===== config.mk =====
export PLATFORM = sky130hd
export DESIGN_NAME = req_queue
export DESIGN_NICKNAME = d
export VERILOG_FILES = /design/src/hdl/cache_pkg.sv /design/src/hdl/mem_pkg.sv /design/src/hdl/req_queue.sv
export SDC_FILE = /design/constraint.sdc
export NUM_CORES = 1
export LEC_CHECK = 0
export BUFFER_PORTS_ARGS = -buffer_cell sky130_fd_sc_hd__buf_2
export CAP_MARGIN = 5
export CORE_UTILIZATION = 55
export CTS_CLUSTER_SIZE = 8
export DETAILED_ROUTE_END_ITERATION = 8
export HOLD_SLACK_MARGIN = 0.03
export PLACE_DENSITY = 0.88
export RECOVER_POWER = 25
export SLEW_MARGIN = 10
export SYNTH_ARGS = -nofsm -noshare
export SYNTH_HDL_FRONTEND = slang
export SYNTH_SLANG_ARGS = --single-unit

===== constraint.sdc =====
create_clock -name clk -period 6.4 [get_ports clk]
set_input_delay 0.96 -clock clk [delete_from_list [all_inputs] [get_ports clk]]
set_output_delay 0.96 -clock clk [all_outputs]
set_load 0.01 [all_outputs]

===== src/hdl/cache_pkg.sv =====
package cache_pkg;

    // request opcodes, loads first then stores
    typedef enum logic [2:0] {
        op_load_byte,
        op_load_half,
        op_load_word,
        op_store_byte,
        op_store_half,
        op_store_word
    } access_op_e;

    // controller sequencing
    typedef enum logic [1:0] {
        st_idle,
        st_lookup,
        st_refill,
        st_respond
    } cache_state_e;

    typedef logic [31:0] word_t;

    // one bit per byte lane of word_t
    typedef logic [3:0] byte_en_t;

endpackage


===== src/hdl/mem_pkg.sv =====
package mem_pkg;

    // 4 KiB byte address space
    typedef logic [11:0] byte_addr_t;

    // word address into the backing memory
    typedef logic [9:0] mem_addr_t;

    // word position within a cache line
    typedef logic [1:0] beat_t;

endpackage


===== src/hdl/req_queue.sv =====
module req_queue #(
    parameter int req_credits = 2
) (
    input  logic                  clk,
    input  logic                  rstn,
    input  logic                  push,
    input  cache_pkg::access_op_e push_op,
    input  mem_pkg::byte_addr_t   push_addr,
    input  cache_pkg::word_t      push_wdata,
    input  logic                  pop,
    output logic                  not_empty,
    output cache_pkg::access_op_e head_op,
    output mem_pkg::byte_addr_t   head_addr,
    output cache_pkg::word_t      head_wdata
);
    import cache_pkg::*;
    import mem_pkg::*;

    localparam int ptr_w = (req_credits > 1) ? $clog2(req_credits) : 1;
    localparam int cnt_w = $clog2(req_credits + 1);

    access_op_e       op_q    [req_credits];
    byte_addr_t       addr_q  [req_credits];
    word_t            wdata_q [req_credits];
    logic [ptr_w-1:0] wr_ptr;
    logic [ptr_w-1:0] rd_ptr;
    logic [cnt_w-1:0] count;

    // wrap at the credit count, which need not be a power of two
    function automatic logic [ptr_w-1:0] next_ptr(input logic [ptr_w-1:0] ptr);
        if (ptr == ptr_w'(req_credits - 1)) begin
            return '0;
        end
        return ptr + 1'b1;
    endfunction

    assign not_empty  = (count != '0);
    assign head_op    = op_q[rd_ptr];
    assign head_addr  = addr_q[rd_ptr];
    assign head_wdata = wdata_q[rd_ptr];

    always_ff @(posedge clk) begin
        if (push) begin
            op_q[wr_ptr]    <= push_op;
            addr_q[wr_ptr]  <= push_addr;
            wdata_q[wr_ptr] <= push_wdata;
        end
    end

    // credits bound the occupancy, so no full check
    always_ff @(posedge clk or negedge rstn) begin
        if (!rstn) begin
            wr_ptr <= '0;
            rd_ptr <= '0;
            count  <= '0;
        end else begin
            if (push) begin
                wr_ptr <= next_ptr(wr_ptr);
            end
            if (pop) begin
                rd_ptr <= next_ptr(rd_ptr);
            end
            count <= count + cnt_w'(push) - cnt_w'(pop);
        end
    end

endmodule


## Word-level counts from Yosys, hierarchy flattened

Memories as Yosys holds them, arrays and structs flattened.
Index checks and enable logic that the tools add are counted.

- Bits in registers: 4
- Memory bits (writable): 94
- Input port bits: 51
- Output and inout bits: 48
- Word-level logic and storage cells: 21
- Memories kept: 3

- $add $sub $neg: 4
- Multiplexer cells: 10
- Reduce and logical (&&, ||, !) cells: 1

Memory list:

| name | words | width | rd ports | clocked after memory_dff | wr ports | RTL line | text |
|---|---|---|---|---|---|---|---|
| wdata_q | 2 | 32 | 1 | 0 | 1 | req_queue.sv:24 | `word_t wdata_q [req_credits];` |
| addr_q | 2 | 12 | 1 | 0 | 1 | req_queue.sv:23 | `byte_addr_t addr_q [req_credits];` |
| op_q | 2 | 3 | 1 | 0 | 1 | req_queue.sv:22 | `access_op_e op_q [req_credits];` |

Operator list:

| kind | count |
|---|---|
| $mux 1 | 10 |
| $add 1x1->1 const B | 2 |
| $add 2x1->2 | 1 |
| $reduce_bool 2->1 | 1 |
| $sub 2x1->2 | 1 |

## Longest topological paths before layout

- Depth after elaboration: 3
- Gate-level depth with buffers: 5
- Gate-level depth less buffers: 5

## Least setup slack after synthesis

Ideal clock, no wire load.

- Kind: input -> register
- Start point: in push
- End point: mem addr_q[0][0] (netlist bit), enable pin
- Arrival: 3.048 ns
- Data required time: 5.943 ns
- Setup slack: 2.894 ns
- Stages on the path: 1
- Buffers on the path: 0
- Path through: nor2b_1

- Word-level cells in the longest chain between the ends: 2

Ends and longest elaborated chain:

| element | RTL line | text |
|---|---|---|
| start, declared | req_queue.sv:6 | `input logic push,` |
| $mux 1 | req_queue.sv:43 | `if (push) begin` |
| $mux 1 (implied by the code) | req_queue.sv:45 | `addr_q[wr_ptr] <= push_addr;` |
| end, declared | req_queue.sv:23 |  |

No other way between the ends.

## Worst setup path in the final report

- Start point: reg rd_ptr
- End point: out head_wdata[2]

- Word-level cells in the longest chain between the ends: 1

Ends and longest elaborated chain:

| element | RTL line | text |
|---|---|---|
| start, declared | req_queue.sv:26 | `logic [ptr_w-1:0] rd_ptr;` |
| start signal, assigned | req_queue.sv:61 | `rd_ptr <= next_ptr(rd_ptr);` |
| $mem_v2 2x32 | - |  |
| end, declared | req_queue.sv:14 | `output cache_pkg::word_t head_wdata` |

No other way between the ends.

==> results.yml <==
worst_setup_path:
  cp_slowest_cell: "dfrtp_2"
  worst_setup_path_start_kind: "flip-flop"
  end_kind: "output port"
  r2r-end: "wdata_q[0][8]$_DFFE_PP_"
  r2r_slack_ns: 4.60
  reg2reg_depth: 2
  critical_path_required_ns: 5.44
  slowest_delay_ns: 0.71
  cp_data_arrival_time_ns: 2.10
  crit_fanout: 26
  crit_type: "reg2out"
  crit_path_start: "rd_ptr$_DFFE_PN0P_"
  crit_chain: "buf_4, mux2_2, buf_2"
  r2r_start: "wr_ptr$_DFFE_PN0P_"
floorplan:
  start_util: 0.574
  core_um2: 6390
  fp.dieArea_um2: 6990
  num_rows: 29
  die_h_um: 83.6
  die_width_um: 83.6
  io_pins: 99
timing:
  max_freq_mhz: 327
  setup_viol: 0
  rsz0062_at_grt: "false"
  setup_ws_ns: 3.34
  relSlewSlack: 0.264
  fin_crit_sh: 0.478
  drv_slew: 0
  hold_slack_ns: 0.434
  finalClockSkew_ns: 0.00934
  hold_viol_final: 0
  worst_slew_pin_slew_ns: 1.10
  finalSetupTns_ns: 0
  min_period_ns: 3.06
routing:
  first_iter_violations: 51
  drtPass1Iterations: 4
  dr_total_vias: 1761
  antenna_left: 0
  totalWireLength_um: 5740
  vias_per_cell: 5.07
  drc: 0
  routedWlPerCell_um: 16.6
power:
  internal_power_mw: 1.36
  clkPwrFrac: 0.215
  p_leak_nw: 1.73
  finalPower_mw: 1.87
  switching_share: 0.273
  p_seq_frac: 0.490
  p_comb_frac: 0.295
  p_switching_mw: 0.510
  ir_drop_mv: 0.316
  p_per_area_nw_per_um2: 423
clocking:
  numClockSinks: 98
  cts_tree: "done"
  post_cts_buffers: 0
  hold_buffers: 0
  post_cts_resized: 0
  path_clk_slew_ns: 0.09
  clk_latency_ns: 0.34
  cts_buffer_depth: 2
  numCtsBuffers: 9
  root_buffer: "clkbuf_8"
  htreeDepth: 3
placed_design:
  hpwl_um: 3810
  dpl-instance-area_um2: 4230
  post-place-ws_ns: 3.68
  dp_cells: 332
  gp_congestion: 0.670
  numPortBuffers: 98
layout:
  fillers: 432
  mostFrequentLayoutCells: "edfxtp_1, buf_2, mux2_2"
  layout-drive-gt1-share: 0.563
  multi_input_area_um2: 698
  area_growth_pct: 20.6
  stdcell_count: 347
  final_common_cell: "edfxtp_1"
  antenna_cells: 0
  regArea_um2: 2920
  finish.utilization: 0.692
  postLayoutCellArea_um2: 4420
  finalNetCount: 319
synthesis:
  yosysWarnings: 0
  syn-num-nets: 213
  avgSynthCellArea_um2: 22.9
  yosysSeqAreaShare: 0.798
  synth_cell_types: 13
  synth.cell_area_um2: 3660
  synthCells: 160
  ys_ff_latch: 98
run_status:
  status: "finished clean"
run:
  maxCapViolCount: 0
global_routing:
  grt_pass1_vias: 1833
  gr-total-overflow: 0
  grt_pass1_wl_um: 8830
  grt_max_degree: 48
  grtUsageTotal: 0.170
  antenna_found_initial: 0
min_path:
  hold_class: "in2async"
==> logic make-up (layout without fill, tap and decap cells) <==
family / Yosys count / count (layout) / synth area share
XOR/XNOR: 3 / 3 / 0.0113
buffers and inverters: 7 / 117 / 0.0140
adder cells (fa/ha/maj): 2 / 2 / 0.00683
AND/OR/NAND/NOR: 3 / 3 / 0.00513
flip-flops: 98 / 98 / 0.798
multiplexers: 47 / 47 / 0.165
==> Yosys cell counts <==
cell | count | area, um2
mux2_4 | 20 | 300
buf_2 | 2 | 10.0
nor2b_1 | 1 | 6.26
mux2_2 | 27 | 304
and2_1 | 1 | 6.26
dfrtp_1 | 4 | 100
ha_1 | 2 | 25.0
xor3_1 | 1 | 23.8
buf_6 | 3 | 33.8
edfxtp_1 | 94 | 2820
xor2_1 | 2 | 17.5
inv_1 | 2 | 7.51
or2_2 | 1 | 6.26
==> worst max path at each step <==
stage | slack (ns) | to | cells after the start
2_1_floorplan | 2.89 | addr_q[0][0]$_DFFE_PP_ | 1
3_3_place_gp | 3.72 | head_addr[7] | 3
3_5_place_dp | 3.68 | head_addr[10] | 3
4_1_cts | 3.30 | head_addr[10] | 3
5_1_grt | 3.25 | head_wdata[2] | 3
6_report | 3.34 | head_wdata[2] | 3
==> state kept, by name, indices dropped and copies added, names as in the netlist <==
signal	flops
wdata_q	64
addr_q	24
op_q	6
count	2
rd_ptr	1
wr_ptr	1
==> critical path, delay by kind of cell, from the launching register on <==
kind	cells	cell delay, ns
multiplexers	1	0.39
flip-flops	1	0.71
buffers and inverters	2	0.63
==> metal layers <==
| metal | GRT usage | up-vias | part of all wire |
|---|---|---|---|
| met4 | 0.0647 | 0 | 0.013 |
| met1 | 0.211 | 844 | 0.43 |
| met5 | 0 | - | 0 |
| li1 | - | 834 | - |
| met3 | 0.0613 | 8 | 0.074 |
| met2 | 0.276 | 75 | 0.48 |
==> area by class of cell <==
| class | instances | share of cell area |
|---|---|---|
| clock inverter | 3 | 0.0147 |
| clock buffer | 12 | 0.0306 |
| inverter | 2 | 0.00170 |
| tap | 77 | 0.0218 |
| timing repair buffer | 100 | 0.111 |
| sequential | 98 | 0.662 |
| multi-input combinational | 55 | 0.158 |
==> power groups by stage <==
stage / Sequential (mW) / Clock, mW / Combinational [mW]
after floorplan: 0.896 / 0 / 0.414
after global placement: 0.924 / 0 / 0.548
after detailed placement: 0.933 / 0 / 0.561
after CTS: 0.918 / 0.414 / 0.563
after global routing: 0.928 / 0.438 / 0.592
final: 0.916 / 0.403 / 0.551
No activity file was read; power rests on OpenSTA's default activity.
