==> config.mk <==
export PLATFORM = sky130hd
export DESIGN_NAME = refill_counter
export DESIGN_NICKNAME = d
export VERILOG_FILES = /design/src/hdl/mem_pkg.sv /design/src/hdl/refill_counter.sv
export SDC_FILE = /design/constraint.sdc
export NUM_CORES = 1
export LEC_CHECK = 0
export ABC_AREA = 1
export BUFFER_PORTS_ARGS = -buffer_cell sky130_fd_sc_hd__buf_2
export CAP_MARGIN = 40
export CORE_MARGIN = 2
export CORE_UTILIZATION = 25
export DETAILED_ROUTE_END_ITERATION = 16
export PLACE_DENSITY_LB_ADDON = 0.15
export SETUP_SLACK_MARGIN = 0.2
export SYNTH_ARGS = -nofsm -noshare
export SYNTH_HDL_FRONTEND = slang
export SYNTH_SLANG_ARGS = --single-unit
==> constraint.sdc <==
create_clock -name clk -period 2.7 [get_ports clk]
set_clock_uncertainty 0.05 [all_clocks]
set_input_delay 0 -clock clk [delete_from_list [all_inputs] [get_ports clk]]
set_output_delay 0 -clock clk [all_outputs]
set_load 0.02 [all_outputs]
==> src/hdl/mem_pkg.sv <==
package mem_pkg;

    // 4 KiB byte address space
    typedef logic [11:0] byte_addr_t;

    // word address into the backing memory
    typedef logic [9:0] mem_addr_t;

    // word position within a cache line
    typedef logic [1:0] beat_t;

endpackage

==> src/hdl/refill_counter.sv <==
module refill_counter #(
    parameter int line_words = 4
) (
    input  logic               clk,
    input  logic               rstn,
    input  logic               refill_start,
    input  mem_pkg::mem_addr_t line_base,
    output logic               mem_rd,
    output mem_pkg::mem_addr_t mem_raddr,
    input  logic               mem_rvalid,
    output mem_pkg::beat_t     beat,
    output logic               beat_valid,
    output logic               refill_done
);
    import mem_pkg::*;

    localparam int    beat_w    = $bits(beat_t);
    localparam beat_t last_beat = beat_t'(line_words - 1);

    logic  issuing;
    logic  busy;
    beat_t issue_beat;
    beat_t ret_beat;

    assign mem_rd = issuing;
    // line start plus the beat being requested
    assign mem_raddr  = {line_base[$bits(mem_addr_t)-1:beat_w], issue_beat};
    assign beat       = ret_beat;
    assign beat_valid = busy && mem_rvalid;

    // requests and returns tracked apart, any latency works
    always_ff @(posedge clk or negedge rstn) begin
        if (!rstn) begin
            issuing     <= 1'b0;
            busy        <= 1'b0;
            issue_beat  <= '0;
            ret_beat    <= '0;
            refill_done <= 1'b0;
        end else begin
            refill_done <= 1'b0;
            if (refill_start) begin
                issuing    <= 1'b1;
                busy       <= 1'b1;
                issue_beat <= '0;
                ret_beat   <= '0;
            end else begin
                if (issuing) begin
                    issue_beat <= issue_beat + 1'b1;
                    if (issue_beat == last_beat) begin
                        issuing <= 1'b0;
                    end
                end
                if (beat_valid) begin
                    ret_beat <= ret_beat + 1'b1;
                    if (ret_beat == last_beat) begin
                        busy        <= 1'b0;
                        refill_done <= 1'b1;
                    end
                end
            end
        end
    end

endmodule

Yosys cells after proc, flatten, opt, wreduce, memory -nomap -nowiden
Index checks and enable logic that the tools add are counted.
Widths: inputs -> output; s select.
{ "word_totals": {"regBits": 7, "in_bits": 14, "out_inout_bits": 15} }
{ "op_classes": {"addsub": 2, "eq_ne": 2, "mux": 13, "reduce_logical": 5} }
{ "ops": {"columns": ["operator", "n"], "rows": [
  ["$mux 1", 9],
  ["$mux 2", 4],
  ["$reduce_bool 2->1", 3],
  ["$add 2x1->2 const B", 2],
  ["$eq 2x2->1 const B", 2],
  ["$reduce_and 2->1", 1],
  ["$logic_and 1x1->1", 1]
]} }

Depth between registers and ports, before layout
Gate-level depths: netlist of the first run.
{ "depth": {"ltp_word": 4, "depth_mapped": 4} }

Worst setup path after synthesis of the first run
No wires, ideal clock.
{ "synth_path": {"path_type": "register to register", "from": "register issue_beat[0]", "to": "register issue_beat[1]", "setup_ps": 118, "t_arrival_ps": 903, "setup_slack_ps": 1629, "path_stages_with_launch": 4, "path_buffers": 0, "path_cell_list": "dfrtp_1 -> ha_1 -> nor2_1 -> nor2_1"} }
{ "synth_via": {"elab_chain_len": 3} }
{ "synth_lines": {"columns": ["element", "line_no", "rtl"], "rows": [
  ["start, declared", "refill_counter.sv:22", "beat_t issue_beat;"],
  ["start signal, assigned", "refill_counter.sv:48", "issue_beat <= issue_beat + 1'b1;"],
  ["$add 2x1->2", "refill_counter.sv:48", null],
  ["$mux 2", "refill_counter.sv:47", "if (issuing) begin"],
  ["$mux 2", "refill_counter.sv:41", "if (refill_start) begin"]
]} }
Every way passes these cells. The select of a mux whose other input is x is not followed.
A chain may end at the register's enable or synchronous reset.

Worst setup path after layout of the first run
{ "layout_path": {"from": "register busy", "to": "output beat_valid"} }
{ "layout_via": {"elab_chain_len": 1} }
{ "layout_lines": {"columns": ["element", "line_no", "rtl"], "rows": [
  ["start, declared", "refill_counter.sv:21", "logic busy;"],
  ["start signal, assigned", "refill_counter.sv:35", "busy <= 1'b0;"],
  ["start signal, assigned", "refill_counter.sv:43", "busy <= 1'b1;"],
  ["start signal, assigned", "refill_counter.sv:56", "busy <= 1'b0;"],
  ["$logic_and 1x1->1", "refill_counter.sv:29", "assign beat_valid = busy && mem_rvalid;"],
  ["end, declared", "refill_counter.sv:12", "output logic beat_valid,"]
]} }
Every way passes these cells.

==> results of run 1 <==
[worst max-delay path: stages (launching register included)]
cell and delay (ns):
dfrtp_1 0.41, nand2_2 0.14, inv_1 0.05, buf_2 0.15
[metal layers]
metal	vias to the layer above	wire (um)
met5	-	0
met3	0	32
met1	136	327
met2	13	405
li1	156	-
met4	0	0
[registers in the layout, summed over array words and instances (netlist names)]
name         cells
busy             1
refill_done      1
mem_rd           1
issue_beat       2
beat             2
[cells in the final DEF (no fill, tap or decap), drive strengths merged]
master       instances
nand2                8
inv                  3
dlygate4sd3         11
o21ai                2
clkbuf               4
nand3                2
dfrtp                7
nor2                 8
nand4                1
ha                   2
buf                 10
[worst max path at each step]
stage,endpoint,from,depth (start not counted)
4_1_cts,beat_valid,busy,3
5_1_grt,beat_valid,busy,3
3_5_place_dp,issue_beat[1],issue_beat[0],3
6_report,beat_valid,busy,3
2_1_floorplan,issue_beat[1],issue_beat[0],3
3_3_place_gp,issue_beat[1],issue_beat[0],3
[kinds of logic (layout without fill, tap and decap cells)]
kind of cell	after synthesis	count (layout)	share of synthesized area
flip-flops	7	7	0.470
adder cells (fa/ha/maj)	2	2	0.0671
buffers and inverters	11	28	0.191
AND/OR/NAND/NOR	19	19	0.245
AO/OA/AOI/OAI	2	2	0.0268
[report_power, final]
group,internal (mW),total (mW),switching (mW)
combinational,0.0306,0.0768,0.0462
clock,0.0564,0.0947,0.0384
sequential,0.116,0.126,0.0104
total,0.203,0.298,0.0949
[per-stage QoR]
| stage | instances | total power [mW] |
|---|---|---|
| after global routing | 73 | 0.314 |
| after CTS | 73 | 0.302 |
| after global placement | 58 | 0.181 |
| after detailed placement | 58 | 0.185 |
| final | 73 | 0.298 |
| after floorplan | 41 | 0.180 |
[timing repair]
action                                  CTS  global route
endpoints found under the hold margin    18             0
hold buffers                             11             0
gates resized for setup                   0             0
endpoints found under the setup margin    0             0
[layout make-up]
| class | count | share of cell area |
|---|---|---|
| Multi-Input combinational cell | 23 | 0.244 |
| Clock buffer | 4 | 0.0507 |
| Tap cell | 15 | 0.0362 |
| Sequential cell | 7 | 0.338 |
| Timing Repair Buffer | 21 | 0.309 |
| Inverter | 3 | 0.0217 |
==> metrics.cfg, run 1 <==
[run_status]
status = finished clean

[setup_path]
required_ns = 2.65
start_kind = flop
reg2reg_from = issue_beat[0]
r2r_cells = 3
r2r_slack_ns = 1.68
crit_arrival_ns = 0.99
critPathMaxFanout = 5
reg2reg_to = issue_beat[1]
worstSetupPathType = reg2out
cp-end-kind = output pin

[logic_synthesis]
synth_common_cells = buf_4, dfrtp_1, nand2_1, nor2_1
synth-edff-count = 0
avgSynthCellArea_um2 = 9.09
synth_cell_type_count = 14
async_flop_share = 1.00
syn_nets = 57
syn_area_um2 = 373
synth_top_area_cell = dfrtp_1
synth_ff_type = dfrtp_1
synth.most_common_cell = buf_4
yosysWarnings = 0
syn_inst = 41
synth_top_area_frac = 0.470
yosys-top-cells-area = dfrtp_1, buf_4, ha_1
seq_area_frac_synth = 0.470
ys_seq_elements = 7

[final_layout]
syn_to_final_growth_pct = 38.9
fin_area_um2 = 518
multi_input_area_um2 = 126
layout.nets = 75
regArea_um2 = 175
drive_gt1_frac = 0.310
final_util = 0.384
num-fill-cells = 145
antenna_cells = 0

[timing]
min_period_ns = 1.04
rsz0062_at_grt = no
fmax_mhz = 962
worst-slew-pin-transition_ns = 0.225
setup_violations = 0
hold_viol = 0
fin_ws_ns = 1.66
tns_ns = 0
period_share = 0.385
maxSlewViolCount = 0
whs_ns = 0.0687
relSlewSlack = 0.849

[min_path]
hp-class = in2async

[placed_design]
gp_congestion = 0.741
pre_cts_ws_ns = 1.69
io_buffer_count = 10
postPlaceCellArea_um2 = 382
dp_hpwl_um = 585

[global_route]
grt.overflow.total = 0
grt_use_met3 = 0.0259
grt_use_met2 = 0.133
grt_max_degree = 9
grt_use_total = 0.0883
grt_pass1_vias = 284
grt_antenna_before_repair = 0
grt_pass1_wl_um = 1190
busiest_layer = met2
use_met1 = 0.108

[cts]
cts_setup_buffers = 0
root_buffer = clkbuf_4
clkLatencyLatePin_ns = 0.24
path_clk_slew_ns = 0.05
cts_sinks = 7
cts_tree = done
numCtsBuffers = 3
cts_max_level = 1
clockBufferDepth = 2

[drt]
wl_per_cell_um = 10.5
viasPerCell = 4.18
drt-initial-drc-count = 5
ant_nets = 0
finalWirelength_um = 765
num_vias = 305
drc = 0
drtPass1Iterations = 2

[power]
p_leak_nw = 0.274
p_per_area_nw_per_um2 = 575
irDropWorstVdd_uv = 242

[die]
fp-row-count = 13
initial_utilization = 0.276
core-area_um2 = 1350
pin_count = 29
chipHeight_um = 42.6
die-width_um = 42.6
die_area_um2 = 1820

[flow_run]
cap_violations = 0

Power figures use the tool's default switching activity.
==> inputs of run 2 (changes only) <==
Clock period 2.7 ns to 0.9 ns, I/O delays scaled along.
==> run 2 against run 1 <==
  * The flow now finishes with violations (hold timing, setup timing)
  * Total power rose to 3.7 times the previous value
  * Clock power rose to 2.9 times the previous value
  * First-iteration DRC count fell by 80%
  * Cell area rose by 34%
  * Register-to-register slack got worse by 1.8 ns
  * Die area did not move
  * Worst setup slack got worse by 1.7 ns
  * Non-clock buffer count rose by 6
  * Sequential share of layout area fell by 7.7 points
  * Critical path depth did not move
==> metrics.cfg, run 2 (synthesis gave the netlist of run 1 again) <==
[die]
pin_count = 29
chipHeight_um = 42.6
fp-row-count = 13
core-area_um2 = 1350
initial_utilization = 0.276
die-width_um = 42.6
die_area_um2 = 1820

[power]
irDropWorstVdd_uv = 1160
p_leak_nw = 0.382
p_per_area_nw_per_um2 = 1600

[min_path]
hold_start = refill_start
hp-class = in2reg

[setup_path]
critPathBufInv = 0
required_ns = 0.98
start_kind = flop
path_delay_family = flip-flops
reg2reg_from = issue_beat[0]
r2r_slack_ns = -0.09
crit_arrival_ns = 1.07
slowest_delay_ns = 0.43
critPathMaxFanout = 2
crit_chain = ha_4 > nor2_4 > nor2_2
cp-end-kind = flop
crit_start = issue_beat[0]
worstSetupPathType = reg2reg
cp_slowest_cell = dfrtp_2

[cts]
cts_sinks = 7
clkLatencyLatePin_ns = 0.25
numCtsBuffers = 3
root_buffer = clkbuf_4
path_clk_slew_ns = 0.05
hold_buffers = 9
clockBufferDepth = 2
cts_tree = done
cts_max_level = 1

[flow_run]
cap_violations = 0

[final_layout]
antenna_cells = 0
final_util = 0.514
final_common_cell = buf_6
drive_gt1_frac = 0.625
final_cell_mix = buf_6, dlymetal6s4s_1, dfrtp_2
num-fill-cells = 129
fin_area_um2 = 694
syn_to_final_growth_pct = 86.2
layout.nets = 81

[timing]
period_share = 1.10
maxSlewViolCount = 0
rsz0062_at_grt = yes
fin_ws_ns = -0.0883
hold_viol = 4
whs_ns = -0.0223
fmax_mhz = 1010
min_period_ns = 0.988
worst-slew-pin-transition_ns = 0.227
setup_violations = 8
relSlewSlack = 0.849

[placed_design]
dp_hpwl_um = 652
pre_cts_ws_ns = -0.0523
gp_congestion = 0.731
postPlaceCellArea_um2 = 433
io_buffer_count = 10

[global_route]
grt_pass1_vias = 344
grt_pass1_wl_um = 1440
grt_antenna_before_repair = 0
grt_use_total = 0.110
grt_max_degree = 9
grt.overflow.total = 0

[drt]
drt-initial-drc-count = 1
num_vias = 340
drtPass1Iterations = 4
drc = 0
viasPerCell = 4.30
wl_per_cell_um = 11.9
finalWirelength_um = 937
ant_nets = 0

[run_status]
violations = hold timing, setup timing
status = complete, but fails checks

run 2: changes by cell type in the layout (fill, tap and decap cells not counted), moves of 5 or more:
| cell | before | now |
|---|---|---|
| dfrtp_1 | 7 | 2 |
| dlymetal6s4s_1 | 0 | 8 |
| buf_6 | 0 | 13 |
| dlygate4sd3_1 | 11 | 1 |
| dfrtp_2 | 0 | 5 |
| buf_2 | 10 | 3 |
run 2: area by class of cell:
type,instances,area (um^2),share of cell area
timing repair buffer,27,287,0.413
sequential,7,181,0.261
multi-input combinational,23,170,0.245
clock buffer,4,26.3,0.0378
tap,15,18.8,0.0270
inverter,3,11.3,0.0162
run 2: worst paths after layout:
check / to / depth (start not counted)
max in group asynchronous: beat[1] / 2
worst min register to register: mem_rd / 2
worst max register to register: issue_beat[1] / 3
worst max-delay path: issue_beat[1] / 3
worst min-delay path: busy / 3
min in group asynchronous: issue_beat[1] / 2
run 2: what timing repair did:
action | CTS | global route
resized for setup | 18 | 19
buffers inserted | 4 | 0
pin swaps | 3 | 6
endpoints found under the setup margin | 14 | 22
endpoints found under the hold margin | 19 | 3
run 2: power by group:
part | internal, mW | switching [mW] | leakage, nW | total (mW)
logic | 0.239 | 0.197 | 0.290 | 0.436
clock network | 0.169 | 0.109 | 0.0150 | 0.278
registers | 0.354 | 0.0421 | 0.0779 | 0.396
total | 0.761 | 0.349 | 0.382 | 1.11
run 2: tightest hold or removal path: stages:
cell    delay [ns]
buf_2         0.11
nor2_1        0.05
nor2_2        0.08
run 2: through the flow:
stage                     hold WS (ns)  setup TNS (ns)  power, mW  cells
after floorplan                 -0.346          -0.193      0.554     41
after global placement          -0.211         -0.0596      0.597     62
after detailed placement        -0.210         -0.0920      0.608     62
after CTS                      -0.0281          -0.455       1.04     79
after global routing           -0.0248          -0.876       1.20     79
final                          -0.0223          -0.453       1.11     79
run 2: routing by layer:
| layer | track usage | wire length, um | vias to the layer above |
|---|---|---|---|
| li1 | - | - | 166 |
| met3 | 0.0776 | 73 | 0 |
| met2 | 0.185 | 540 | 17 |
| met5 | 0 | 0 | - |
| met4 | 0.0188 | 0 | 0 |
| met1 | 0.111 | 324 | 157 |
==> inputs of run 3 (changes only) <==
Settings changed: CAP_MARGIN 40 to 10, CTS_BUF_LIST set to sky130_fd_sc_hd__clkbuf_4.
==> run 3 against run 2 <==
  * The run still ends with hold timing, setup timing left
  * Sequential share of layout area barely moved
  * Via count increased by 1.5%
  * Sequential power about the same
  * Maximum frequency fell by 0.37%
  * Clock power is 12% higher
  * Die area unchanged
==> metrics.cfg, run 3 (synthesis gave the netlist of run 1 again) <==
[drt]
drt-initial-drc-count = 0
num_vias = 345
ant_nets = 0
wl_per_cell_um = 12.1
drc = 0
drtPass1Iterations = 1
finalWirelength_um = 941
viasPerCell = 4.42

[global_route]
grt_max_degree = 9
grt_pass1_wl_um = 1460
grt.overflow.total = 0
grt_antenna_before_repair = 0
grt_pass1_vias = 344
grt_use_total = 0.114

[setup_path]
cp-end-kind = flop
r2r_slack_ns = -0.09
start_kind = flop
reg2reg_from = issue_beat[1]
crit_start = issue_beat[1]
required_ns = 0.99
r2r_cells = 3
critPathMaxFanout = 2
reg2reg_to = issue_beat[1]
worstSetupPathType = reg2reg
crit_arrival_ns = 1.08

[min_path]
hp-class = in2reg
hold_start = refill_start
worst_hold_path.num_cells = 3
hold_path_end = busy

[timing]
worst-slew-pin-transition_ns = 0.227
fin_ws_ns = -0.0920
hold_viol = 4
tns_ns = -0.474
setup_violations = 8
rsz0062_at_grt = yes
min_period_ns = 0.992
relSlewSlack = 0.849
fmax_mhz = 1010
period_share = 1.10
whs_ns = -0.0265
maxSlewViolCount = 0

[die]
chipHeight_um = 42.6
die-width_um = 42.6
core-area_um2 = 1350
die_area_um2 = 1820
pin_count = 29
initial_utilization = 0.276
fp-row-count = 13

[final_layout]
final_cell_mix = buf_6, dlymetal6s4s_1, dfrtp_2
final_common_cell = buf_6
antenna_cells = 0
final_util = 0.515
fin_area_um2 = 696
layout.nets = 80
drive_gt1_frac = 0.635
num-fill-cells = 127
syn_to_final_growth_pct = 86.6

[cts]
cts_tree = done
clkLatencyLatePin_ns = 0.25
cts_max_level = 1
path_clk_slew_ns = 0.05
root_buffer = clkbuf_4
cts_sinks = 7
clockBufferDepth = 2
hold_buffers = 9
numCtsBuffers = 3

[placed_design]
dp_hpwl_um = 652
postPlaceCellArea_um2 = 433
gp_congestion = 0.731
io_buffer_count = 10

[power]
p_per_area_nw_per_um2 = 1640
irDropWorstVdd_uv = 943
total_power_mw = 1.14
p_leak_nw = 0.390

[run_status]
status = complete, but fails checks
violations = hold timing, setup timing

[flow_run]
cap_violations = 0

run 3: changes by cell type in the layout (fill, tap and decap cells not counted), sizes merged:
cell / delta
buf: -1
run 3: worst max-delay path: stages (launching register included):
cell	delay [ns]
dfrtp_2	0.43
ha_4	0.25
nor2_4	0.11
nor2_2	0.04
run 3: worst max path at each step:
stage / endpoint / slack, ns / cells past startpoint
global placement: issue_beat[1] / -0.03 / 3
detailed placement: issue_beat[1] / -0.05 / 3
finish: issue_beat[1] / -0.09 / 3
floorplan: issue_beat[1] / -0.1 / 3
global route: mem_raddr[0] / -0.12 / 2
CTS: beat[0] / -0.08 / 2
run 3: metal layers:
metal,part of all wire,track usage,up-vias
met3,0.078,0.0776,0
met5,0,0,-
li1,-,-,167
met2,0.57,0.188,18
met4,0,0.0375,0
met1,0.35,0.113,160
run 3: timing repair:
action                     4_1_cts  5_1_grt
pin swaps                        3        3
gates resized for setup         20       18
buffers inserted                 3        0
hold endpoints to repair        19        2
setup endpoints to repair       14       22
run 3: area by class of cell:
| class | instances | area (um^2) | area share |
|---|---|---|---|
| clock buffer | 4 | 30.0 | 0.0432 |
| inverter | 3 | 11.3 | 0.0162 |
| tap | 15 | 18.8 | 0.0270 |
| multi-input combinational | 23 | 175 | 0.252 |
| sequential | 7 | 181 | 0.261 |
| timing repair buffer | 26 | 279 | 0.401 |
run 3: power by group:
group,switching (mW),internal [mW]
clock network,0.113,0.199
logic,0.199,0.236
registers,0.0425,0.354
run 3: stage by stage:
step                instances  worst slack [ns]
CTS                        78           -0.0790
detailed placement         62           -0.0523
global placement           62           -0.0326
global route               78            -0.117
floorplan                  41           -0.0989
finish                     78           -0.0920
