--- src/hdl/mem_pkg.sv ---
package mem_pkg;

    // 4 KiB byte address space
    typedef logic [11:0] byte_addr_t;

    // word address into the backing memory
    typedef logic [9:0] mem_addr_t;

    // word position within a cache line
    typedef logic [1:0] beat_t;

endpackage

--- src/hdl/cache_tag_store.sv ---
module cache_tag_store #(
    parameter int num_sets   = 8,
    parameter int num_ways   = 4,
    parameter int line_words = 4
) (
    input  logic                        clk,
    input  logic                        rstn,
    input  mem_pkg::byte_addr_t         lookup_addr,
    output logic                        hit,
    output logic [$clog2(num_ways)-1:0] hit_way,
    output logic [$clog2(num_ways)-1:0] victim_way,
    input  logic                        install,
    input  logic [$clog2(num_ways)-1:0] install_way
);
    import mem_pkg::*;

    localparam int way_w = $clog2(num_ways);
    localparam int set_w = $clog2(num_sets);
    localparam int off_w = $clog2(line_words) + 2;
    localparam int tag_w = $bits(byte_addr_t) - set_w - off_w;

    logic [num_ways-1:0] valid  [num_sets];
    logic [tag_w-1:0]    tags   [num_sets][num_ways];
    logic [way_w-1:0]    rr_ptr [num_sets];
    logic [set_w-1:0]    set;
    logic [tag_w-1:0]    tag;
    logic                free_found;

    assign set = lookup_addr[off_w +: set_w];
    assign tag = lookup_addr[off_w + set_w +: tag_w];

    // every way of the set compared at once
    always_comb begin
        hit     = 1'b0;
        hit_way = '0;
        for (int w = 0; w < num_ways; w++) begin
            if (valid[set][w] && (tags[set][w] == tag)) begin
                hit     = 1'b1;
                hit_way = way_w'(w);
            end
        end
    end

    // lowest invalid way wins, else round-robin
    always_comb begin
        free_found = 1'b0;
        victim_way = rr_ptr[set];
        for (int w = 0; w < num_ways; w++) begin
            if (!valid[set][w] && !free_found) begin
                free_found = 1'b1;
                victim_way = way_w'(w);
            end
        end
    end

    always_ff @(posedge clk) begin
        if (install) begin
            tags[set][install_way] <= tag;
        end
    end

    // pointer moves on every refill of the set
    always_ff @(posedge clk or negedge rstn) begin
        if (!rstn) begin
            for (int s = 0; s < num_sets; s++) begin
                valid[s]  <= '0;
                rr_ptr[s] <= '0;
            end
        end else if (install) begin
            valid[set][install_way] <= 1'b1;
            rr_ptr[set]             <= rr_ptr[set] + 1'b1;
        end
    end

endmodule

--- config.mk ---
export PLATFORM = sky130hd
export DESIGN_NAME = cache_tag_store
export DESIGN_NICKNAME = d
export VERILOG_FILES = /design/src/hdl/mem_pkg.sv /design/src/hdl/cache_tag_store.sv
export SDC_FILE = /design/constraint.sdc
export NUM_CORES = 1
export LEC_CHECK = 0
export BUFFER_PORTS_ARGS = -buffer_cell sky130_fd_sc_hd__buf_2
export CORE_ASPECT_RATIO = 0.9
export CORE_MARGIN = 2
export CORE_UTILIZATION = 44
export CTS_CLUSTER_DIAMETER = 40
export DETAILED_ROUTE_END_ITERATION = 6
export HOLD_SLACK_MARGIN = 0.03
export PLACE_DENSITY = 0.63
export SLEW_MARGIN = 20
export SYNTH_ARGS = -nofsm -noshare
export SYNTH_HDL_FRONTEND = slang
export SYNTH_SLANG_ARGS = --single-unit
--- constraint.sdc ---
create_clock -name clk -period 2.5 [get_ports clk]
set_clock_uncertainty 0.2 [all_clocks]
set_input_delay 0.375 -clock clk [delete_from_list [all_inputs] [get_ports clk]]
set_output_delay 0.375 -clock clk [all_outputs]
set_load 0.01 [all_outputs]
## Word level (Yosys, flattened, before mapping)

Memory sizes are Yosys's and may differ from the RTL's.
Index checks and enable logic that the tools add are counted.

- Output and inout bits: 5
- Bits in latches: 0
- Register bits after elaboration: 48
- Logic and storage cells: 77
- Input port bits: 17
- Memories kept: 1
- Bits in writable memories: 160
- ROM bits: 0

- Bitwise operators: 3
- Add/sub/neg operators: 1
- $lt $le $gt $ge: 6
- Multiply operators: 0
- Reduce and logical (&&, ||, !) cells: 15
- Divide/modulo/power cells: 0
- Mux-type cells: 31
- Equality and inequality tests: 4
- Shift operators: 0

Memory list:

| name | words | bits a word | rd ports | clocked after memory_dff | wr ports | RTL line | RTL |
|---|---|---|---|---|---|---|---|
| tags | 8 | 20 | 1 | 0 | 1 | cache_tag_store.sv:23 | `logic [tag_w-1:0] tags [num_sets][num_ways];` |

Operator list:

| cell | number |
|---|---|
| 32-bit OR | 1 |
| 5-bit equality test | 4 |
| 20-bit two-way mux | 1 |
| 2-bit two-way mux | 9 |
| 16-bit bitwise mux | 1 |
| 4-bit binary-select mux with 3-bit select | 1 |
| 4-bit demux with 3-bit select | 1 |
| 4-bit two-way mux | 3 |
| 5-bit demux with 2-bit select | 1 |
| 1-bit logical AND | 10 |
| 1-bit two-way mux | 10 |
| 2-bit binary-select mux with 3-bit select | 1 |
| 2-bit demux with 3-bit select | 1 |
| 1-bit zero test | 5 |
| 5-bit two-way mux | 1 |
| 4-bit >= comparator, second input constant | 1 |
| 4-bit by 1-bit < comparator with 1-bit output, second input constant | 1 |
| 3-bit inverter with 4-bit output | 1 |
| 3-bit >= comparator, second input constant | 1 |
| 2-bit by 3-bit < comparator with 1-bit output, second input constant | 1 |
| 3-bit by 1-bit < comparator with 1-bit output, second input constant | 1 |
| 2-bit inverter with 3-bit output | 1 |
| 2-bit by 1-bit adder with 2-bit output, second input constant | 1 |
| 1-bit demux with 2-bit select | 1 |
| 2-bit by 1-bit >= comparator with 1-bit output, second input constant | 1 |

## Longest topological paths before layout

Gate-level depths: netlist of the first run.

- Depth in word-level cells: 13
- Mapped depth: 9
- Gate-level depth less buffers: 6

## Least setup slack after synthesis of the first run

Ideal clock, no wire load.

- Path type: in2out
- Start point: in lookup_addr[4]
- End point: out hit_way[0]
- Path buffers: 3
- Arrival time: 2023 ps
- Required time: 1925 ps
- Stages: 9
- Path slack: -98 ps
- Path through: buf_4 buf_4 buf_4 mux2_1 o22ai_1 nor3_1 nor4b_1 nand4_1 o21ai_0

- Cells in the longest elaborated chain, start to end: 8
- Elaborated cells on any way between the ends: 14
- Those cells by class: eq/ne: 3; mux: 6; bitwise: 1; reduce/logical: 3; memory: 1

RTL lines:

| what | RTL line | RTL |
|---|---|---|
| from (decl) | cache_tag_store.sv:8 | `input mem_pkg::byte_addr_t lookup_addr,` |
| branches (longest 7 deep; another with memory 8 x 20 bit) | - |  |
| 2-bit two-way mux * | cache_tag_store.sv:37 | `if (valid[set][w] && (tags[set][w] == tag)) begin` |
| to (decl) | cache_tag_store.sv:10 | `output logic [$clog2(num_ways)-1:0] hit_way,` |

Every way passes the cells marked *. The select of a mux whose other input is x is not followed.

## Worst setup path after layout of the first run

- Start point: mem tags[5][5] in the netlist's numbering
- End point: out hit

- Cells in the longest elaborated chain, start to end: 5

RTL lines:

| what | RTL line | RTL |
|---|---|---|
| from (decl) | cache_tag_store.sv:23 |  |
| memory 8 x 20 bit | - |  |
| 5-bit equality test | cache_tag_store.sv:37 |  |
| 1-bit logical AND | cache_tag_store.sv:37 |  |
| 1-bit two-way mux (2 in series) | cache_tag_store.sv:37 |  |
| to (decl) | cache_tag_store.sv:9 | `output logic hit,` |

Every way passes these cells.

==> reports/qor.txt, run 1 <==
Status: finished with violations
Failing checks: setup timing
Global-route wire length before repair: 32,600 um
Hold Crit Start: install
# port buffers: 17
Synth Area per Inst: 15.7 sq um
Min Tclk post-route: 3230 ps
Clock Sinks: 208
RSZ-0062 raised after global routing: yes
Pleak: 4.13 nW
Pins Over Slew Limit: 0
Slowest-stage cell, CP: or4b_4
Final TNS setup: -2470 ps
CP Capture Type: primary output
Synth Register Bits: 208
Yosys cell types: 54
Worst R2R Path Depth: 5
Top Ports: 22
Clock slew at reported path FFs: 60 ps
Width of the die: 153 um
Drt via density: 5.40
Clock Tree Buf Depth: 3
HPWL after detailed placement: 14,600 um
Antenna cell count: 0
Mapped Area: 8760 sq um
Worst Setup Start Kind: register
Slew Limit Headroom: 52.4%
Pre-CTS WS: -512 ps
RD Place Congestion: 0.880
Gr usage total: 20.5%
Number of flops mapped to enable cells by yosys: 160
Area Overhead vs Synth: 24.9%
Cell Rows: 48
Seq/Total Area, Yosys: 68.6%
Critical path buffer and inverter count: 1
Peak supply drop: 0.000474 V
Via count: 5,207
Die span in y: 138 um
Worst slew pin tran: 714 ps
First DRT Iteration DRCs: 327
Critical path's largest stage delay: 540 ps
First-pass iteration count of the detailed router: 4
H-tree depth: 1
Synth async-reset ratio: 23.1%
Internal power: 0.00687 W
Post-route insts no fill: 965
Final WL: 21,100 um
DRC Markers: 0
Total Die Area: 21,000 sq um
Power Total: 0.00907 W
ANT nets after route: 0
Placed instance count: 911
Seq pwr share: 45.7%
Global route overflow: 0
WL/cell: 21.9 um
CTS tree: done
Final hold vios: 0
Core area: 19,300 sq um
Layout cells sized above 1: 38.0%
Hold WC Path Type: in2reg
Critical path data arrival time: 2650 ps
Hold path depth: 3
Initial Util: 45.3%
Final Setup Violations: 5
Dominant cell type by area after synthesis: edfxtp_1
Critical Path Stages: 7
Worst path required time: 1920 ps
Endpoint of the worst hold path: rr_ptr[5]$_DFFE_PN0P_
Worst Path Max Fanout: 2
Vias in the first global route: 5,538
Largest net degree at the start of global routing: 37
Final Core Density: 56.6%
Fmax: 310 MHz
Ys flop type: edfxtp_1
Synth top area share: 54.9%
Initial antenna violation count: 0
Critical path class: reg2out
Fin crit share: 129%
Yosys warnings: 0
Syn Inst Count: 557
Syn_nets: 574
TritonCTS Buffers: 27
Combinational power share: 12.4%
Synth top area cells: edfxtp_1 (55%), dfrtp_1 (14%), mux2i_1 (5.8%), mux2_2 (4.2%), or2_2 (2.4%)
Switching pwr: 0.00220 W
Crit-path leading delay family: simple AND/OR/NAND/NOR gates
PwrDens: 829 nW/um^2
Clock share of power: 41.9%
# nets final: 711
Worst path cell trace: mux2_4 > a221o_1 > a221oi_2 > xnor2_1 > or4b_4 > nand4_1 > buf_2
Clock root buffer: clkbuf_16
Max cap viols: 0
Final WS setup: -727 ps
Worst-Skew Late Latency: 530 ps
R2r setup slk: 400 ps
Reg2Reg Launch Point: rr_ptr[6]$_DFFE_PN0P_
Sw Share: 24.2%
R2R Path End: rr_ptr[9]$_DFFE_PN0P_
==> sequential cells by signal, indices dropped and copies added (netlist names) <==
name / count
tags: 160
rr_ptr: 16
valid: 32
==> synth_stat cells, types with 7 or more instances <==
master / instances
buf_4: 8
nor2_1: 39
o21ai_0: 7
edfxtp_1: 160
mux4_2: 9
mux2_1: 12
mux2_2: 33
xnor2_1: 10
nand3_1: 12
dfrtp_1: 48
mux2i_1: 51
nand2_1: 8
a221oi_1: 10
o22ai_1: 19
or2_2: 33
==> power by group through the flow <==
| stage | clock network (W) | registers (W) | logic [W] |
|---|---|---|---|
| 2_1_floorplan | 0 | 0.00415 | 0.000676 |
| 3_3_place_gp | 0 | 0.00419 | 0.00105 |
| 3_5_place_dp | 0 | 0.00421 | 0.00108 |
| 4_1_cts | 0.00386 | 0.00415 | 0.00113 |
| 5_1_grt | 0.00401 | 0.00417 | 0.00122 |
| 6_report | 0.00380 | 0.00415 | 0.00113 |
==> cells in the final DEF (no fill, tap or decap), types with 5 or more instances in the layout <==
cell type | Yosys | final
o21ai_0 | 7 | 6
edfxtp_1 | 160 | 160
clkbuf_16 | 0 | 27
inv_6 | 0 | 6
nand2b_1 | 6 | 5
nor2b_1 | 5 | 5
buf_4 | 8 | 107
mux4_2 | 9 | 9
nand3_1 | 12 | 12
mux2_2 | 33 | 32
nor2_1 | 39 | 39
o22ai_1 | 19 | 17
or2_2 | 33 | 33
buf_12 | 0 | 6
clkinv_4 | 0 | 6
a221oi_1 | 10 | 10
mux2i_1 | 51 | 50
or3b_2 | 5 | 5
xnor2_1 | 10 | 10
mux2_1 | 12 | 12
nor3_1 | 5 | 5
dfrtp_1 | 48 | 48
nand2_1 | 8 | 8
buf_2 | 5 | 15
nand4_1 | 5 | 5
==> cell families (layout without fill, tap and decap cells) <==
logic type,Yosys count,after routing,share of synthesized area [%]
XOR/XNOR,11,11,1.10
AO/OA/AOI/OAI,65,65,5.27
multiplexers,107,107,14.4
buffers and inverters,29,187,2.09
flip-flops,208,208,68.6
AND/OR/NAND/NOR,137,137,8.60
==> metal layers <==
metal,global-route usage [%],part of all wire (%)
met3,3.81,5.7
met5,0,0
met1,28.3,45
met4,5.56,2.0
met2,33.8,47
==> tightest hold or removal path, delay by kind of cell <==
kind,cells,cell delay (ps)
mux,1,140
simple gates,1,130
buf+inv,1,200
==> worst max path at each step <==
stage / from / to / slack, ps
6_report: tags[5][5]$_DFFE_PP_ / hit / -730
5_1_grt: tags[5][5]$_DFFE_PP_ / hit / -820
4_1_cts: tags[5][5]$_DFFE_PP_ / hit / -760
3_5_place_dp: lookup_addr[6] / hit / -510
3_3_place_gp: lookup_addr[6] / hit_way[0] / -510
2_1_floorplan: lookup_addr[6] / hit / -20
==> what timing repair did <==
item / CTS / global route
pin swaps: 3 / 3
buffers inserted: 1 / 0
endpoints found under the hold margin: 34 / 0
endpoints found under the setup margin: 5 / 5
resized for setup: 11 / 4
hold buffers: 3 / 0
==> metrics by stage <==
step	hold WS, ps	area (sq um)
after global placement	245	9930
after detailed placement	247	9930
after global routing	159	10900
final	151	10900
after floorplan	-121	8790
after CTS	138	10900
==> cell type report <==
class | instances | area [sq um]
clock buffers | 30 | 697
clock inverters | 20 | 208
fillers | 1529 | 8400
inverters | 3 | 11.3
multi-input cells | 320 | 2640
flip-flops and latches | 208 | 6010
well taps | 250 | 313
repair buffers | 134 | 1070
No activity file was read; power rests on OpenSTA's default activity.
==> inputs of run 2 (changes only) <==
--- a/config.mk
+++ b/config.mk
@@ -12,7 +12,6 @@
 export CTS_CLUSTER_DIAMETER = 40
 export DETAILED_ROUTE_END_ITERATION = 6
 export HOLD_SLACK_MARGIN = 0.03
-export PLACE_DENSITY = 0.63
 export SLEW_MARGIN = 20
 export SYNTH_ARGS = -nofsm -noshare
 export SYNTH_HDL_FRONTEND = slang
==> reports/qor.txt, run 2 (same netlist as run 1, synthesis figures left out) <==
Status: finished with violations
Failing checks: setup timing
Fmax: 313 MHz (+1.0%)
Hold WC Path Type: in2reg
Initial Util: 45.3% (unchanged)
Clock slew at reported path FFs: 60 ps (about the same)
Vias in the first global route: 5,534 (-0.072%)
# nets final: 714 (+0.42%)
First-pass iteration count of the detailed router: 5 (+1)
Min Tclk post-route: 3190 ps (-32.8 ps)
Worst slew pin tran: 610 ps (-104 ps)
Largest net degree at the start of global routing: 23 (-38%)
Clock Tree Buf Depth: 3 (unchanged)
TritonCTS Buffers: 28 (+3.7%)
Peak supply drop: 0.000479 V (+0.99%)
Core area: 19,300 sq um (unchanged)
Top Ports: 22 (unchanged)
Pins Over Slew Limit: 0 (unchanged)
Clock Sinks: 208 (unchanged)
Max cap viols: 0 (unchanged)
Drt via density: 5.46 (+1.2%)
Antenna cell count: 0 (unchanged)
Fin crit share: 128% (-1.3 points)
Cell Rows: 48 (unchanged)
Cell Area, Placed: 9930 sq um (about the same)
HPWL after detailed placement: 14,800 um (+1.4%)
Total Die Area: 21,000 sq um (unchanged)
Global-route wire length before repair: 32,600 um (unchanged)
Gr usage total: 20.7% (+0.20 points)
Die span in y: 138 um (unchanged)
# port buffers: 17 (unchanged)
Worst-Skew Late Latency: 540 ps (about the same)
CTS tree: done
Global route overflow: 0 (unchanged)
Final WS setup: -695 ps (+32.8 ps)
Worst Setup Start Kind: register
Clock root buffer: clkbuf_16
Worst hold margin: 57.4 ps (-93.4 ps)
RD Place Congestion: 0.863 (-1.9%)
R2r setup slk: 400 ps (about the same)
Biggest regs: tags: 160 flops, valid: 32 flops, rr_ptr: 16 flops
Design area: 11,000 sq um (+0.33%)
Critical path class: reg2out
Final TNS setup: -2540 ps (-72.6 ps)
Most common cell after layout, fill and taps aside: edfxtp_1
Final WL: 21,400 um (+1.3%)
H-tree depth: 1 (unchanged)
Worst Path Max Fanout: 2 (unchanged)
Initial antenna violation count: 0 (unchanged)
CP Capture Type: primary output
Area Overhead vs Synth: 25.3%
Pleak: 4.15 nW (+0.52%)
Slew Limit Headroom: 59.1% (+6.6 points)
Width of the die: 153 um (unchanged)
Max reg flops: 160 (unchanged)
Worst path required time: 1920 ps (about the same)
RSZ-0062 raised after global routing: yes
Final Setup Violations: 5 (unchanged)
Final hold vios: 0 (unchanged)
Most frequent cells in the layout: edfxtp_1 (160), buf_4 (109), mux2i_1 (50), dfrtp_1 (48), nor2_1 (39)
Via count: 5,289 (+1.6%)
Critical path data arrival time: 2620 ps (-30 ps)
PwrDens: 838 nW/um^2 (+1.0%)
WL/cell: 22.1 um (+0.85%)
DRC Markers: 0 (unchanged)
Register with the most flip-flops: tags
ANT nets after route: 0 (unchanged)
First DRT Iteration DRCs: 402 (+23%)
Layout cells sized above 1: 38.2% (+0.21 points)
[run 2: cell count changes in the layout (fill, tap and decap cells not counted), moves of 2 or more]
cell / previous run / this run
buf_6: 2 / 4
clkinv_2: 1 / 5
clkinv_4: 6 / 1
buf_4: 107 / 109
[run 2: power by group]
group | switching (W) | internal, W | total [W] | leakage [nW]
registers | 0.000145 | 0.00401 | 0.00415 | 2.00
logic | 0.000551 | 0.000613 | 0.00116 | 1.70
clock network | 0.00154 | 0.00234 | 0.00387 | 0.451
total | 0.00223 | 0.00696 | 0.00919 | 4.15
[run 2: worst paths after layout]
| check | start | to | cells after the start |
|---|---|---|---|
| min reg2reg | valid[31]$_DFFE_PN0P_ | valid[31]$_DFFE_PN0P_ | 1 |
| max | tags[1][5]$_DFFE_PP_ | hit | 7 |
| min | lookup_addr[8] | tags[5][16]$_DFFE_PP_ | 1 |
| max in group asynchronous | rstn | valid[10]$_DFFE_PN0P_ | 3 |
| min in group asynchronous | rstn | rr_ptr[12]$_DFFE_PN0P_ | 2 |
| max reg2reg | rr_ptr[10]$_DFFE_PN0P_ | rr_ptr[11]$_DFFE_PN0P_ | 5 |
[run 2: worst max-delay path, stage by stage (launching register included)]
cell and delay [ps]:
edfxtp_1 360, mux2_4 270, a221o_1 300, a221oi_2 270, xnor2_1 120, or4b_4 530, nand4_1 100, buf_2 150
[run 2: final cells by class]
class	count	area, sq um
multi-input combinational	320	2650
tap	250	313
timing repair buffer	136	1070
clock buffer	32	726
inverter	3	11.3
fill	1509	8360
clock inverter	20	203
sequential	208	6010
[run 2: repair_timing]
item | in CTS | in global routing
resized for setup | 10 | 5
pin swaps | 1 | 2
setup endpoints to repair | 5 | 5
hold endpoints to repair | 33 | 0
hold buffers | 3 | 0
setup buffers | 0 | 1
[run 2: metrics by stage]
| stage | std cells | power [W] | setup WS, ps | util [%] |
|---|---|---|---|---|
| after floorplan | 557 | 0.00483 | -16.1 | - |
| after global placement | 913 | 0.00526 | -539 | 51.3 |
| after detailed placement | 913 | 0.00529 | -583 | 51.3 |
| after CTS | 968 | 0.00922 | -728 | 56.5 |
| after global routing | 969 | 0.00952 | -791 | 56.7 |
| final | 969 | 0.00919 | -695 | 56.7 |
[run 2: metal layers]
layer | global-route usage, % | part of all wire, % | routed length [um]
met3 | 3.62 | 5.4 | 1160
met1 | 28.8 | 45 | 9690
met5 | 0 | 0 | 0
met4 | 5.45 | 2.3 | 484
met2 | 34.1 | 47 | 10000
